==> src/hdl/csr_cfg.svh <==
`ifndef CSR_CFG_SVH
`define CSR_CFG_SVH

// timer counter width, tval is loaded with initval * 4
`define CSR_TIMER_WID 32

// number of save0..saveN scratch registers
`define CSR_NUM_SAVE 4

// hardware interrupt lines, mapped onto estat.is[9:2]
`define CSR_NUM_HWI 8

`endif

==> src/hdl/csr_addr_pkg.sv <==
package csr_addr_pkg;

    typedef logic [13:0] csr_addr_t;

    localparam csr_addr_t CSR_CRMD   = 14'h000;
    localparam csr_addr_t CSR_PRMD   = 14'h001;
    localparam csr_addr_t CSR_EUEN   = 14'h002;
    localparam csr_addr_t CSR_ECFG   = 14'h004;
    localparam csr_addr_t CSR_ESTAT  = 14'h005;
    localparam csr_addr_t CSR_ERA    = 14'h006;
    localparam csr_addr_t CSR_BADV   = 14'h007;
    localparam csr_addr_t CSR_EENTRY = 14'h00c;
    localparam csr_addr_t CSR_SAVE0  = 14'h030;
    localparam csr_addr_t CSR_SAVE1  = 14'h031;
    localparam csr_addr_t CSR_SAVE2  = 14'h032;
    localparam csr_addr_t CSR_SAVE3  = 14'h033;
    localparam csr_addr_t CSR_TID    = 14'h040;
    localparam csr_addr_t CSR_TCFG   = 14'h041;
    localparam csr_addr_t CSR_TVAL   = 14'h042;
    localparam csr_addr_t CSR_TICLR  = 14'h044;

    typedef enum logic [1:0] {
        CSR_RD   = 2'd0,  // csrrd
        CSR_WR   = 2'd1,  // csrwr
        CSR_XCHG = 2'd2   // csrxchg, masked write
    } csr_op_e;

    typedef enum logic [5:0] {
        ECODE_INT  = 6'h00,
        ECODE_ADEF = 6'h08,  // fetch address error
        ECODE_SYS  = 6'h0b,
        ECODE_BRK  = 6'h0c,
        ECODE_INE  = 6'h0d
    } ecode_t;

endpackage

==> src/hdl/csr_reg_pkg.sv <==
package csr_reg_pkg;

    typedef struct packed {
        logic [22:0] rsv;   // reads as zero
        logic [1:0]  datm;
        logic [1:0]  datf;
        logic        pg;
        logic        da;
        logic        ie;
        logic [1:0]  plv;
    } crmd_fields_t;

    // csr instructions see the raw word, exception logic sees the fields
    typedef union packed {
        logic [31:0]  raw;
        crmd_fields_t f;
    } crmd_u;

    typedef struct packed {
        logic [28:0] rsv;
        logic        pie;   // ie before the last exception
        logic [1:0]  pplv;  // plv before the last exception
    } prmd_t;

    typedef struct packed {
        logic        rsv31;
        logic [8:0]  esubcode;
        logic [5:0]  ecode;
        logic [2:0]  rsv15_13;
        logic [12:0] is;    // [1:0] swi, [9:2] hwi, [11] timer
    } estat_t;

    typedef struct packed {
        logic [29:0] initval;  // count is initval * 4
        logic        periodic;
        logic        en;
    } tcfg_t;

endpackage

==> src/hdl/csr_excp.sv <==
`timescale 1ns/1ps

module csr_excp (
    input  logic                 clk,
    input  logic                 rst_n,
    input  logic                 excp_valid,
    input  csr_addr_pkg::ecode_t excp_ecode,
    input  logic [8:0]           excp_esubcode,
    input  logic [31:0]          excp_pc,
    input  logic [31:0]          excp_badv,
    input  logic                 ertn,
    input  csr_reg_pkg::crmd_u   crmd,
    input  csr_reg_pkg::prmd_t   prmd,
    input  csr_reg_pkg::estat_t  estat,
    input  logic [12:0]          ecfg,
    input  logic [31:0]          era,
    input  logic [31:0]          eentry,
    output logic                 excp_we,
    output logic [31:0]          excp_era,
    output logic [31:0]          excp_badv_out,
    output logic                 ertn_we,
    output logic                 redirect_valid,
    output logic [31:0]          redirect_pc,
    output logic                 int_pending
);

    import csr_addr_pkg::*;

    assign excp_we  = excp_valid;
    assign excp_era = excp_pc;
    assign ertn_we  = ertn && !excp_valid;  // exception takes the slot

    // a fetch fault reports the faulting pc itself
    assign excp_badv_out = (excp_ecode == ECODE_ADEF) ? excp_pc : excp_badv;

    assign int_pending = crmd.f.ie && |(estat.is & ecfg);

    always_ff @(posedge clk or negedge rst_n) begin
        if (!rst_n) begin
            redirect_valid <= 1'b0;
        end else begin
            redirect_valid <= excp_valid || ertn;
        end
    end

    always_ff @(posedge clk) begin
        redirect_pc <= excp_valid ? eentry : era;  // eentry / era before commit
    end

    // entry must leave the old mode in prmd for the handler
    a_prmd_saved: assert property (@(posedge clk) disable iff (!rst_n)
        excp_valid |=> (prmd.pplv == $past(crmd.f.plv)) && (prmd.pie == $past(crmd.f.ie)));

    a_esubcode_adef: assert property (@(posedge clk) disable iff (!rst_n)
        (excp_valid && excp_esubcode != '0) |-> excp_ecode == ECODE_ADEF);

endmodule

==> src/hdl/csr_issue.sv <==
`timescale 1ns/1ps

module csr_issue (
    input  logic                    clk,
    input  logic                    rst_n,
    input  logic                    op_valid,
    input  csr_addr_pkg::csr_op_e   op_kind,
    input  csr_addr_pkg::csr_addr_t op_addr,
    input  logic [31:0]             op_wdata,
    input  logic [31:0]             op_mask,
    output csr_addr_pkg::csr_addr_t rd_addr,
    output logic                    wr_en,
    output csr_addr_pkg::csr_addr_t wr_addr,
    output logic [31:0]             wr_data,
    input  logic [31:0]             rd_word,
    output logic                    rd_valid,
    output logic [31:0]             rd_data
);

    import csr_addr_pkg::*;

    logic        q_valid;
    csr_op_e     q_kind;
    csr_addr_t   q_addr;
    logic [31:0] q_wdata;
    logic [31:0] q_mask;

    always_ff @(posedge clk or negedge rst_n) begin
        if (!rst_n) begin
            q_valid <= 1'b0;
        end else begin
            q_valid <= op_valid;
        end
    end

    always_ff @(posedge clk) begin
        if (op_valid) begin
            q_kind  <= op_kind;
            q_addr  <= op_addr;
            q_wdata <= op_wdata;
            q_mask  <= op_mask;
        end
    end

    // old value comes back from the register file in the same cycle
    assign rd_addr  = q_addr;
    assign rd_valid = q_valid;
    assign rd_data  = rd_word;

    assign wr_en   = q_valid && (q_kind != CSR_RD);  // csrrd never writes
    assign wr_addr = q_addr;

    always_comb begin
        case (q_kind)
            CSR_XCHG: wr_data = (rd_word & ~q_mask) | (q_wdata & q_mask);
            default:  wr_data = q_wdata;
        endcase
    end

    a_op_kind_legal: assert property (@(posedge clk) disable iff (!rst_n)
        op_valid |-> op_kind inside {CSR_RD, CSR_WR, CSR_XCHG});

endmodule

==> src/hdl/csr_regfile.sv <==
`timescale 1ns/1ps
`include "csr_cfg.svh"

module csr_regfile (
    input  logic                       clk,
    input  logic                       rst_n,
    input  csr_addr_pkg::csr_addr_t    rd_addr,
    input  logic                       wr_en,
    input  csr_addr_pkg::csr_addr_t    wr_addr,
    input  logic [31:0]                wr_data,
    input  logic                       excp_we,
    input  csr_addr_pkg::ecode_t       excp_ecode,
    input  logic [8:0]                 excp_esubcode,
    input  logic [31:0]                excp_era,
    input  logic [31:0]                excp_badv,
    input  logic                       ertn_we,
    input  logic [`CSR_NUM_HWI-1:0]    hwi,
    input  csr_reg_pkg::tcfg_t         tcfg,
    input  logic [`CSR_TIMER_WID-1:0]  tval,
    input  logic                       ti_pulse,
    output logic [31:0]                rd_word,
    output csr_reg_pkg::crmd_u         crmd,
    output csr_reg_pkg::prmd_t         prmd,
    output csr_reg_pkg::estat_t        estat,
    output logic [12:0]                ecfg,
    output logic [31:0]                era,
    output logic [31:0]                eentry
);

    import csr_addr_pkg::*;
    import csr_reg_pkg::*;

    localparam int SAVE_IDX_W = $clog2(`CSR_NUM_SAVE);

    logic                    euen_fpe;
    logic [31:0]             badv;
    logic [25:0]             eentry_hi;  // entry is 64-byte aligned
    logic [31:0]             tid;
    logic [31:0]             save_q [`CSR_NUM_SAVE];
    logic [1:0]              swi_q;
    logic [`CSR_NUM_HWI-1:0] hwi_q;
    logic                    ti_q;
    logic [5:0]              ecode_q;
    logic [8:0]              esubcode_q;
    logic                    inst_we;
    csr_addr_t               rd_save_off;
    csr_addr_t               wr_save_off;
    logic                    rd_save_hit;
    logic                    wr_save_hit;

    // an exception in the same cycle wins over the csr instruction
    assign inst_we = wr_en && !excp_we;

    assign rd_save_off = rd_addr - CSR_SAVE0;
    assign wr_save_off = wr_addr - CSR_SAVE0;
    assign rd_save_hit = rd_save_off < csr_addr_t'(`CSR_NUM_SAVE);
    assign wr_save_hit = wr_save_off < csr_addr_t'(`CSR_NUM_SAVE);

    assign eentry = {eentry_hi, 6'b0};

    always_comb begin
        estat                       = '0;
        estat.is[1:0]               = swi_q;
        estat.is[2 +: `CSR_NUM_HWI] = hwi_q;
        estat.is[11]                = ti_q;
        estat.ecode                 = ecode_q;
        estat.esubcode              = esubcode_q;
    end

    always_comb begin
        rd_word = '0;
        case (rd_addr)
            CSR_CRMD:   rd_word = crmd.raw;
            CSR_PRMD:   rd_word = prmd;
            CSR_EUEN:   rd_word = {31'b0, euen_fpe};
            CSR_ECFG:   rd_word = {19'b0, ecfg};
            CSR_ESTAT:  rd_word = estat;
            CSR_ERA:    rd_word = era;
            CSR_BADV:   rd_word = badv;
            CSR_EENTRY: rd_word = eentry;
            CSR_TID:    rd_word = tid;
            CSR_TCFG:   rd_word = tcfg;
            CSR_TVAL:   rd_word = 32'(tval);
            CSR_TICLR:  rd_word = '0;  // write-one-to-clear only
            default: begin
                if (rd_save_hit) begin
                    rd_word = save_q[rd_save_off[SAVE_IDX_W-1:0]];
                end
            end
        endcase
    end

    always_ff @(posedge clk or negedge rst_n) begin
        if (!rst_n) begin
            crmd.raw   <= 32'h0000_0008;  // da=1
            prmd       <= '0;
            euen_fpe   <= 1'b0;
            ecfg       <= '0;
            ecode_q    <= '0;
            esubcode_q <= '0;
            for (int i = 0; i < `CSR_NUM_SAVE; i++) begin
                save_q[i] <= '0;
            end
        end else if (excp_we) begin
            prmd.pplv  <= crmd.f.plv;
            prmd.pie   <= crmd.f.ie;
            crmd.f.plv <= 2'd0;
            crmd.f.ie  <= 1'b0;
            ecode_q    <= excp_ecode;
            esubcode_q <= excp_esubcode;
        end else if (inst_we) begin
            case (wr_addr)
                CSR_CRMD: crmd.raw <= wr_data & 32'h0000_01ff;
                CSR_PRMD: prmd     <= prmd_t'({29'b0, wr_data[2:0]});
                CSR_EUEN: euen_fpe <= wr_data[0];
                CSR_ECFG: ecfg     <= wr_data[12:0];
                default: begin
                    if (wr_save_hit) begin
                        save_q[wr_save_off[SAVE_IDX_W-1:0]] <= wr_data;
                    end
                end
            endcase
        end else if (ertn_we) begin
            crmd.f.plv <= prmd.pplv;  // back to the interrupted mode
            crmd.f.ie  <= prmd.pie;
        end
    end

    always_ff @(posedge clk) begin
        if (excp_we) begin
            era  <= excp_era;
            badv <= excp_badv;
        end else if (inst_we) begin
            case (wr_addr)
                CSR_ERA:    era       <= wr_data;
                CSR_BADV:   badv      <= wr_data;
                CSR_EENTRY: eentry_hi <= wr_data[31:6];
                CSR_TID:    tid       <= wr_data;
                default:    ;
            endcase
        end
    end

    always_ff @(posedge clk or negedge rst_n) begin
        if (!rst_n) begin
            swi_q <= '0;
            hwi_q <= '0;
            ti_q  <= 1'b0;
        end else begin
            hwi_q <= hwi;  // level, resampled each cycle
            if (inst_we && wr_addr == CSR_ESTAT) begin
                swi_q <= wr_data[1:0];
            end
            if (ti_pulse) begin
                ti_q <= 1'b1;  // sticky until ticlr
            end else if (inst_we && wr_addr == CSR_TICLR && wr_data[0]) begin
                ti_q <= 1'b0;
            end
        end
    end

    a_excp_ertn_excl: assert property (@(posedge clk) disable iff (!rst_n)
        !(excp_we && ertn_we));

endmodule

==> src/hdl/csr_timer.sv <==
`timescale 1ns/1ps
`include "csr_cfg.svh"

module csr_timer (
    input  logic                       clk,
    input  logic                       rst_n,
    input  logic                       wr_en,
    input  csr_addr_pkg::csr_addr_t    wr_addr,
    input  logic [31:0]                wr_data,
    output csr_reg_pkg::tcfg_t         tcfg,
    output logic [`CSR_TIMER_WID-1:0]  tval,
    output logic                       ti_pulse
);

    import csr_addr_pkg::*;
    import csr_reg_pkg::*;

    tcfg_t tcfg_w;
    logic  tcfg_we;
    logic  run;  // counting, cleared when a one-shot expires

    assign tcfg_we  = wr_en && (wr_addr == CSR_TCFG);
    assign tcfg_w   = tcfg_t'(wr_data);
    assign ti_pulse = run && (tval == '0);

    always_ff @(posedge clk or negedge rst_n) begin
        if (!rst_n) begin
            tcfg <= '0;
            tval <= '0;
            run  <= 1'b0;
        end else if (tcfg_we) begin
            tcfg <= tcfg_w;
            tval <= `CSR_TIMER_WID'({tcfg_w.initval, 2'b00});
            run  <= tcfg_w.en;
        end else if (ti_pulse) begin
            if (tcfg.periodic) begin
                tval <= `CSR_TIMER_WID'({tcfg.initval, 2'b00});
            end else begin
                run <= 1'b0;  // one-shot, hold at zero
            end
        end else if (run) begin
            tval <= tval - 1'b1;
        end
    end

    a_tval_idle: assert property (@(posedge clk) disable iff (!rst_n)
        (!tcfg.en && !tcfg_we) |=> $stable(tval));

endmodule

==> src/hdl/csr_top.sv <==
`timescale 1ns/1ps
`include "csr_cfg.svh"

module csr_top (
    input  logic                    clk,
    input  logic                    rst_n,
    input  logic                    op_valid,
    input  csr_addr_pkg::csr_op_e   op_kind,
    input  csr_addr_pkg::csr_addr_t op_addr,
    input  logic [31:0]             op_wdata,
    input  logic [31:0]             op_mask,
    input  logic [`CSR_NUM_HWI-1:0] hwi,
    input  logic                    excp_valid,
    input  csr_addr_pkg::ecode_t    excp_ecode,
    input  logic [8:0]              excp_esubcode,
    input  logic [31:0]             excp_pc,
    input  logic [31:0]             excp_badv,
    input  logic                    ertn,
    output logic                    rd_valid,
    output logic [31:0]             rd_data,
    output logic                    redirect_valid,
    output logic [31:0]             redirect_pc,
    output logic                    int_pending
);

    csr_addr_pkg::csr_addr_t   rd_addr;
    logic [31:0]               rd_word;
    logic                      wr_en;
    csr_addr_pkg::csr_addr_t   wr_addr;
    logic [31:0]               wr_data;
    logic                      excp_we;
    logic [31:0]               excp_era;
    logic [31:0]               excp_badv_w;
    logic                      ertn_we;
    csr_reg_pkg::crmd_u        crmd;
    csr_reg_pkg::prmd_t        prmd;
    csr_reg_pkg::estat_t       estat;
    logic [12:0]               ecfg;
    logic [31:0]               era;
    logic [31:0]               eentry;
    csr_reg_pkg::tcfg_t        tcfg;
    logic [`CSR_TIMER_WID-1:0] tval;
    logic                      ti_pulse;

    csr_issue issue_i (
        .clk      (clk),
        .rst_n    (rst_n),
        .op_valid (op_valid),
        .op_kind  (op_kind),
        .op_addr  (op_addr),
        .op_wdata (op_wdata),
        .op_mask  (op_mask),
        .rd_addr  (rd_addr),
        .wr_en    (wr_en),
        .wr_addr  (wr_addr),
        .wr_data  (wr_data),
        .rd_word  (rd_word),
        .rd_valid (rd_valid),
        .rd_data  (rd_data)
    );

    csr_regfile regfile_i (
        .clk           (clk),
        .rst_n         (rst_n),
        .rd_addr       (rd_addr),
        .wr_en         (wr_en),
        .wr_addr       (wr_addr),
        .wr_data       (wr_data),
        .excp_we       (excp_we),
        .excp_ecode    (excp_ecode),
        .excp_esubcode (excp_esubcode),
        .excp_era      (excp_era),
        .excp_badv     (excp_badv_w),
        .ertn_we       (ertn_we),
        .hwi           (hwi),
        .tcfg          (tcfg),
        .tval          (tval),
        .ti_pulse      (ti_pulse),
        .rd_word       (rd_word),
        .crmd          (crmd),
        .prmd          (prmd),
        .estat         (estat),
        .ecfg          (ecfg),
        .era           (era),
        .eentry        (eentry)
    );

    csr_timer timer_i (
        .clk      (clk),
        .rst_n    (rst_n),
        .wr_en    (wr_en),
        .wr_addr  (wr_addr),
        .wr_data  (wr_data),
        .tcfg     (tcfg),
        .tval     (tval),
        .ti_pulse (ti_pulse)
    );

    csr_excp excp_i (
        .clk            (clk),
        .rst_n          (rst_n),
        .excp_valid     (excp_valid),
        .excp_ecode     (excp_ecode),
        .excp_esubcode  (excp_esubcode),
        .excp_pc        (excp_pc),
        .excp_badv      (excp_badv),
        .ertn           (ertn),
        .crmd           (crmd),
        .prmd           (prmd),
        .estat          (estat),
        .ecfg           (ecfg),
        .era            (era),
        .eentry         (eentry),
        .excp_we        (excp_we),
        .excp_era       (excp_era),
        .excp_badv_out  (excp_badv_w),
        .ertn_we        (ertn_we),
        .redirect_valid (redirect_valid),
        .redirect_pc    (redirect_pc),
        .int_pending    (int_pending)
    );

endmodule

==> config.mk <==
export PLATFORM = sky130hd
export DESIGN_NAME = csr_top
export DESIGN_NICKNAME = d
export VERILOG_FILES = /design/src/hdl/csr_addr_pkg.sv /design/src/hdl/csr_reg_pkg.sv /design/src/hdl/csr_excp.sv /design/src/hdl/csr_issue.sv /design/src/hdl/csr_regfile.sv /design/src/hdl/csr_timer.sv /design/src/hdl/csr_top.sv
export VERILOG_INCLUDE_DIRS = /design/src /design/src/hdl
export SDC_FILE = /design/constraint.sdc
export NUM_CORES = 1
export LEC_CHECK = 0
export BUFFER_PORTS_ARGS = -buffer_cell sky130_fd_sc_hd__buf_2
export CORE_ASPECT_RATIO = 0.75
export CORE_MARGIN = 2
export CORE_UTILIZATION = 54
export DETAILED_ROUTE_END_ITERATION = 10
export PLACE_DENSITY = 0.77
export SKIP_CTS_REPAIR_TIMING = 1
export SYNTH_ARGS = -nofsm -noshare
export SYNTH_HDL_FRONTEND = slang
export SYNTH_HIERARCHICAL = 1
export SYNTH_SLANG_ARGS = --single-unit
==> constraint.sdc <==
create_clock -name clk -period 3.8 [get_ports clk]
set_clock_uncertainty 0.05 [all_clocks]
set_input_delay 0.38 -clock clk [delete_from_list [all_inputs] [get_ports clk]]
set_output_delay 0.38 -clock clk [all_outputs]
set_load 0.03 [all_outputs]
==> run metrics, run 1 <==
CP required=~3.4 ns; worst hold start=excp_ecode[3]; hold path depth=2; r2r startpoint=issue_i/rd_addr[13]; max-slew violation count=0; die area=44400 um2; Crit Reg-Reg Endpoint=timer_i/tval[10]; TritonCTS clock tree=yes; RSZ-0062 raised after global routing=true; # H-tree levels=2; FF-to-FF setup slack=around 0.35 ns; CP startpoint kind=flip-flop; CTS Sinks=481; placer congestion estimate=0.920; Net Sw Frac=24.2%; min Tclk post-route=3.76 ns; clock transition at the registers of the reported paths=0.06 ns; GR Layer Usage met3=8.27%; # Max-Cap Violations=0; WS Path Type=flip-flop to output pin; TritonCTS Buffers=49; final hold viol count=0; Post-Route WL=69900 um; achievable frequency=around 270 MHz; initial antenna violation count=6; final core occ=64.8%; P_leak=around 0.012 uW; post-DP HPWL=44700 um; Die Height=about 180 um; drt wl/cell=about 26 um; yosys warns=6; number of remaining DRC errors=0; initial core utilization=a little over half; GRT busiest layer=met1; slew margin rel.=a little under a quarter; Syn Area/Cell=12.7 um2; Final nets=between 2000 and 2500; worst reg-to-reg path cell count=9; Synth-to-Final Area Change=18.3%; crit path DAT=3.33 ns; status=finished, final reports clean; Multi-input gate area=9040 um2; Psw=2800 uW; Avg Vias per Cell=approximately 6.3; Cell Rows=65; mapped cell area=roughly 23000 um2; first-pass GRT wire length=101000 um; pin count of the biggest net entering global routing=around 160; Worst Hold Endpoint=regfile_i/ecode_q[3]; worst slew pin tran=1.15 ns; GRT Total Usage=30.3%; IO Port Bufs=238; met1 Use GR=roughly 45%; vias in the first global route=around 16000; Detail Route Antenna Nets=0; final period utilization=99.0%; drt pass-1 iters=8; clock share of power=41.6%; Fillers=just over 3000; Comb power frac=8.8%; I/O pins=239; Max VDD drop=0.000368 V; setup TNS=0 ns; Die W=roughly 240 um; sequential fraction of design power=49.6%; Int Pwr=between 8000 and 9000 uW; Clock Path Buffers=3; CP max FO=11; Initial DRC Count=2431; Vias=approximately 17000; Root Buffer=clkbuf_16; cell count after synthesis=1812; layout cells sized above 1=a little over a third; met2 usage=44.0%; Clock Latency Late Sink=0.60 ns; power density over cell area=424 nW/um2; FF/Latch Area=12900 um2; hold crit path type=input port to flip-flop; crit end category=output pin; grt ovf=0; Final Setup Violations=0; core area=around 42000 um2
[critical path, cell delays in order (launching register included)]
cell	delay, ns
edfxtp_1	0.45
or4_4	0.64
or2_4	0.33
buf_4	0.21
nor4_4	0.40
a222oi_1	0.14
o211ai_1	0.28
buf_2	0.30
[registers in the layout, summed over array words and instances, names as in the netlist, 2 cells and up]
name,cells
regfile_i/hwi_q,8
regfile_i/prmd,3
regfile_i/era,32
regfile_i/crmd,9
regfile_i/ecode_q,6
regfile_i/tid,32
issue_i/q_mask,32
regfile_i/save_q,128
timer_i/tval,32
regfile_i/esubcode_q,9
issue_i/q_wdata,32
issue_i/rd_addr,14
timer_i/tcfg,32
issue_i/q_kind,2
regfile_i/ecfg,13
excp_i/redirect_pc,32
regfile_i/eentry_hi,26
regfile_i/swi_q,2
regfile_i/badv,32
[through the flow]
| stage | total power [uW] | cell area [um2] | instances | setup WS (ns) | hold WS (ns) |
|---|---|---|---|---|---|
| finish | 11600 | 27300 | 2710 | 0.0367 | 0.0168 |
| CTS | 11500 | 26200 | 2601 | -0.354 | -0.238 |
| floorplan | 6350 | 23100 | 1819 | 0.277 | 0.0344 |
| detailed placement | 6760 | 24600 | 2509 | 0.234 | 0.391 |
| global route | 12000 | 27300 | 2708 | -0.0102 | 0.00298 |
| global placement | 6730 | 24600 | 2509 | 0.360 | 0.376 |
[power by group through the flow]
stage | combinational, uW | clock (uW) | sequential [uW]
finish | 1020 | 4810 | 5750
global route | 1090 | 5110 | 5760
CTS | 916 | 4880 | 5740
detailed placement | 911 | 0 | 5840
global placement | 894 | 0 | 5840
floorplan | 509 | 0 | 5840
[per-layer routing]
metal / part of all wire [%] / vias to the layer above / routed length, um
met2: 43 / 1058 / 30400
met4: 2.6 / 2 / 1820
met1: 42 / 8488 / 29300
li1: - / 7301 / -
met3: 12 / 146 / 8390
met5: 0.026 / - / 18
[worst max path at each step]
| stage | endpoint | from | slack (ns) | cells after the start |
|---|---|---|---|---|
| after global placement | timer_i/tval[7] | issue_i/rd_addr[13] | 0.36 | 9 |
| final | rd_data[8] | issue_i/rd_addr[13] | 0.04 | 7 |
| after global routing | rd_data[8] | issue_i/rd_addr[13] | -0.01 | 7 |
| after CTS | rd_data[8] | issue_i/rd_addr[13] | -0.35 | 7 |
| after detailed placement | regfile_i/era[8] | issue_i/rd_addr[13] | 0.23 | 9 |
| after floorplan | regfile_i/eentry_hi[0] | issue_i/q_kind[0] | 0.28 | 7 |
[area by class of cell]
class,instances,area share (%)
inverters,8,0.110
repair buffers,424,11.0
clock buffers,75,5.29
diodes,3,0.0275
well taps,569,2.61
flip-flops and latches,481,47.2
multi-input cells,1133,33.1
clock inverters,17,0.605
[layout by cell type, fill, tap and decap left out, types with 16 or more instances in the layout]
cell type / instances
o2111ai_1: 21
dfrtp_1: 246
nand2_1: 266
buf_4: 77
mux2_4: 30
nor4_1: 16
nor3b_2: 30
clkbuf_16: 50
dfxtp_1: 32
mux2_2: 233
buf_2: 233
a22oi_1: 97
nor3_1: 24
o21ai_0: 40
mux4_2: 35
nand2b_1: 35
nor2_1: 50
a21oi_1: 16
edfxtp_1: 202
dlygate4sd3_1: 100
nand3_1: 19
(Power assumes the default switching activity.)
==> inputs of run 2 (changes only) <==
--- a/config.mk
+++ b/config.mk
@@ -9,9 +9,9 @@
 export BUFFER_PORTS_ARGS = -buffer_cell sky130_fd_sc_hd__buf_2
 export CORE_ASPECT_RATIO = 0.75
 export CORE_MARGIN = 2
-export CORE_UTILIZATION = 54
+export CORE_UTILIZATION = 60
 export DETAILED_ROUTE_END_ITERATION = 10
-export PLACE_DENSITY = 0.77
+export PLACE_DENSITY = 0.81
 export SKIP_CTS_REPAIR_TIMING = 1
 export SYNTH_ARGS = -nofsm -noshare
 export SYNTH_HDL_FRONTEND = slang
==> constraint.sdc (replaced) <==
create_clock -name clk -period 3.6 [get_ports clk]
set_clock_uncertainty 0.05 [all_clocks]
set_input_delay 0.36 -clock clk [delete_from_list [all_inputs] [get_ports clk]]
set_output_delay 0.36 -clock clk [all_outputs]
set_load 0.03 [all_outputs]
==> run metrics, run 2 (synthesis gave the netlist of run 1 again) <==
Initial DRC Count=2240; RSZ-0062 raised after global routing=true; Cell Rows=62; achievable frequency=279 MHz; largest reg by FF count=regfile_i/save_q; initial core utilization=60.6%; status=finished, final reports clean; Final nets=2274; commonest non-fill, non-tap cell in the layout=nand2_1; pin count of the biggest net entering global routing=101; CP startpoint kind=flip-flop; TritonCTS clock tree=yes; grt ovf=0; Placed Cells=about 2500; post-route design area=between 20000 and 30000 um2; GRT Total Usage=between 30% and 40%; placer congestion estimate=0.969; worst slew pin tran=0.882 ns; Avg Vias per Cell=6.50; final period utilization=99.5%; # H-tree levels=2; first-pass GRT wire length=102000 um; drt pass-1 iters=9; Clock Path Buffers=3; IO Port Bufs=238; hold crit path type=input port to flip-flop; I/O pins=239; CP required=between 3 and 4 ns; max reg flops=128; Max VDD drop=around 0.00045 V; Vias=17200; clock transition at the registers of the reported paths=0.06 ns; initial antenna violation count=1; drt wl/cell=26.0 um; WS Path Type=flip-flop to output pin; crit end category=output pin; post-DP HPWL=roughly 45000 um; layout cells sized above 1=36.0%; final core occ=71.4%; vias in the first global route=between 15000 and 20000; CP max FO=11; crit path DAT=3.17 ns; min Tclk post-route=3.58 ns; number of remaining DRC errors=0; core area=38100 um2; Detail Route Antenna Nets=0; final hold viol count=0; Placed Area=24600 um2; Synth-to-Final Area Change=17.9%; most frequent cells in the layout=nand2_1 (266), dfrtp_1 (246), mux2_2 (233), buf_2 (233), edfxtp_1 (202); Die Height=174 um; Clock Latency Late Sink=0.58 ns; non-filler cells, final=2651; power density over cell area=approximately 440 nW/um2; Die W=roughly 230 um; TritonCTS Buffers=46; Root Buffer=clkbuf_16; CTS Sinks=481; Final Power=12100 uW; Final Setup Violations=0; Post-Route WL=just under 70000 um; die area=40100 um2; max-slew violation count=0; Fillers=2533; # Max-Cap Violations=0; P_leak=between 0.01 and 0.015 uW; slew margin rel.=41.2%
## run 2: cell count changes in the layout (fill, tap and decap cells not counted), sizes merged
cell         previous run  this run
clkinvlp                0         1
buf                   324       331
dlygate4sd3           100        99
diode                   3         1
clkbuf                 75        68
clkinv                 14        13
inv                    10         9
bufinv                  1         3
## run 2: layer usage
metal | vias to the layer above | part of all wire [%] | track usage, %
met5 | - | 0.016 | 0
met4 | 2 | 2.8 | 9.27
met3 | 178 | 13 | 10.3
met2 | 1166 | 44 | 48.1
met1 | 8579 | 41 | 49.9
li1 | 7299 | - | -
## run 2: worst paths after layout
kind | depth (start not counted) | slack (ns) | startpoint | end
worst min register to register | 2 | 0.45 | timer_i/tcfg[0] | timer_i/tcfg[0]
worst min-delay path | 2 | 0.005 | excp_esubcode[3] | regfile_i/esubcode_q[3]
worst max register to register | 10 | 0.35 | issue_i/rd_addr[5] | regfile_i/era[3]
max in group asynchronous | 3 | 2.21 | rst_n | regfile_i/save_q[27]
worst max-delay path | 7 | 0.02 | issue_i/rd_addr[4] | rd_data[3]
min in group asynchronous | 2 | 0.35 | rst_n | regfile_i/crmd[0]
## run 2: worst max-delay path, stage by stage, from the launching register on
cell and delay (ns):
edfxtp_1 0.53, nor4_2 0.38, nand2_2 0.22, nor4_4 0.33, buf_4 0.33, a222oi_1 0.24
o2111ai_1 0.27, buf_2 0.29
## run 2: area by class of cell
| cell class | instances | area (um2) | area share [%] |
|---|---|---|---|
| inverters | 8 | 30.0 | 0.110 |
| diodes | 1 | 2.50 | 0.00920 |
| multi-input cells | 1133 | 9060 | 33.3 |
| repair buffers | 431 | 3070 | 11.3 |
| flip-flops and latches | 481 | 12900 | 47.4 |
| clock buffers | 67 | 1340 | 4.94 |
| well taps | 512 | 641 | 2.35 |
| clock inverters | 18 | 169 | 0.621 |
## run 2: metrics by stage
step / setup WS (ns) / hold WS [ns] / setup TNS (ns)
floorplan: 0.0766 / 0.0144 / 0
global placement: 0.236 / 0.406 / 0
detailed placement: 0.127 / 0.408 / 0
CTS: -0.418 / -0.189 / -1.36
global route: -0.0623 / 0.00514 / -0.268
finish: 0.0193 / 0.00512 / 0
## run 2: where the power goes
group | internal [uW] | total [uW] | switching (uW)
Clock | 2810 | 4920 | 2110
Combinational | 457 | 1090 | 629
Sequential | 5950 | 6060 | 119
Total | 9210 | 12100 | 2860
==> inputs of run 3 (changes only) <==
--- a/config.mk
+++ b/config.mk
@@ -8,10 +8,10 @@
 export LEC_CHECK = 0
 export BUFFER_PORTS_ARGS = -buffer_cell sky130_fd_sc_hd__buf_2
 export CORE_ASPECT_RATIO = 0.75
-export CORE_MARGIN = 2
+export CORE_MARGIN = 5
 export CORE_UTILIZATION = 60
 export DETAILED_ROUTE_END_ITERATION = 10
-export PLACE_DENSITY = 0.81
+export PLACE_DENSITY = 0.85
 export SKIP_CTS_REPAIR_TIMING = 1
 export SYNTH_ARGS = -nofsm -noshare
 export SYNTH_HDL_FRONTEND = slang
==> run metrics, run 3 (synthesis gave the netlist of run 1 again) <==
hold crit path type=input port to flip-flop; final hold viol count=0; # Max-Cap Violations=0; CP required=3.19 ns; Placed Area=24800 um2; slew margin rel.=20.9%; WS Path Type=flip-flop to output pin; worst hold start=excp_ecode[5]; Detail Route Antenna Nets=0; Cell Rows=62; clock transition at the registers of the reported paths=approximately 0.070 ns; crit end category=output pin; # diodes=0; IO Port Bufs=238; Hold WS=0.00605 ns; I/O pins=around 240; CP max FO=5; crit path DAT=around 3.2 ns; Die Height=180 um; CTS Sinks=481; power density over cell area=around 450 nW/um2; TritonCTS clock tree=yes; post-DP HPWL=47900 um; r2r startpoint=issue_i/rd_addr[1]; DP Worst Slack=0.267 ns; core area=38200 um2; Max VDD drop=0.000437 V; initial antenna violation count=0; die area=42500 um2; Avg Vias per Cell=6.47; Final Setup Violations=0; pin count of the biggest net entering global routing=90; CP startpoint kind=flip-flop; Final WS setup=0.0442 ns; Final nets=roughly 2300; min Tclk post-route=3.56 ns; Synth-to-Final Area Change=19.5%; final period utilization=98.8%; max-slew violation count=0; RSZ-0062 raised after global routing=false; CP startpoint=issue_i/rd_addr[2]; drt wl/cell=between 20 and 30 um; worst slew pin tran=1.19 ns; commonest non-fill, non-tap cell in the layout=nand2_1; status=finished, final reports clean; achievable frequency=~280 MHz; largest reg by FF count=regfile_i/save_q; setup TNS=0 ns; most frequent cells in the layout=nand2_1 (266), dfrtp_1 (246), mux2_2 (233), buf_2 (230), edfxtp_1 (202); Clock Path Buffers=3; first-pass GRT wire length=107000 um; drt pass-1 iters=6; Initial DRC Count=~2500; Clock Latency Late Sink=0.58 ns; post-route design area=between 20000 and 30000 um2; max reg flops=128; layout cells sized above 1=37.0%; GRT Total Usage=around 32%; Die W=236 um; Vias=17400; P_leak=approximately 0.012 uW; Root Buffer=clkbuf_16; Post-Route WL=72800 um; final core occ=72.3%; initial core utilization=60.4%; grt ovf=0; placer congestion estimate=1.05; number of remaining DRC errors=0; # H-tree levels=2; TritonCTS Buffers=between 40 and 50; vias in the first global route=around 17000
-- run 3: changes by cell type in the layout (fill, tap and decap cells not counted), sizes merged --
cell      delta
bufinv       +3
buf         +30
clkinvlp     -1
clkbuf       -1
clkinv       +3
diode        -1
-- run 3: per-layer routing --
metal  track usage, %  wire length [um]  vias up  share of wire (%)
met2             46.4             31900     1149                 44
li1                 -                 -     7367                  -
met4             7.78              1920        0                2.6
met5                0                 0        -                  0
met1             47.9             29500     8714                 40
met3             11.3              9540      146                 13
-- run 3: report_power, final --
| part | internal (uW) | switching, uW | total (uW) | leakage [uW] |
|---|---|---|---|---|
| Clock | 3140 | 2200 | 5350 | 0.000827 |
| Combinational | 470 | 657 | 1130 | 0.00588 |
| Sequential | 5950 | 114 | 6060 | 0.00562 |
| Total | 9560 | 2980 | 12500 | 0.0123 |
-- run 3: layout make-up --
type / count / area, um2
Sequential cell: 481 / 12900
Clock buffer: 66 / 1390
Timing Repair Buffer: 461 / 3310
Inverter: 8 / 30.0
Clock inverter: 23 / 282
Fill cell: 2501 / 10600
Tap cell: 512 / 641
Multi-Input combinational cell: 1133 / 9030
-- run 3: path summary, 6_finish.rpt --
check,to,slack (ns),cells past startpoint
worst min-delay path,regfile_i/ecode_q[5],0.006,2
worst min register to register,regfile_i/save_q[41],0.45,1
max in group asynchronous,regfile_i/crmd[3],2.19,3
worst max register to register,regfile_i/crmd[0],0.24,12
min in group asynchronous,regfile_i/save_q[84],0.29,2
worst max-delay path,rd_data[5],0.04,9
-- run 3: per-stage QoR --
step	total power, uW	std cells
after floorplan	6700	1819
after global routing	12900	2684
after global placement	7150	2487
after detailed placement	7170	2487
after CTS	12400	2576
final	12500	2684
-- run 3: critical path: stages (launching register included) --
cell and delay [ns]:
edfxtp_1 0.43, buf_4 0.18, or4b_1 0.19, buf_4 0.17, nor4_4 0.05, buf_4 0.17, a222oi_1 0.65, o2111ai_1 0.35
buf_4 0.22, buf_2 0.17
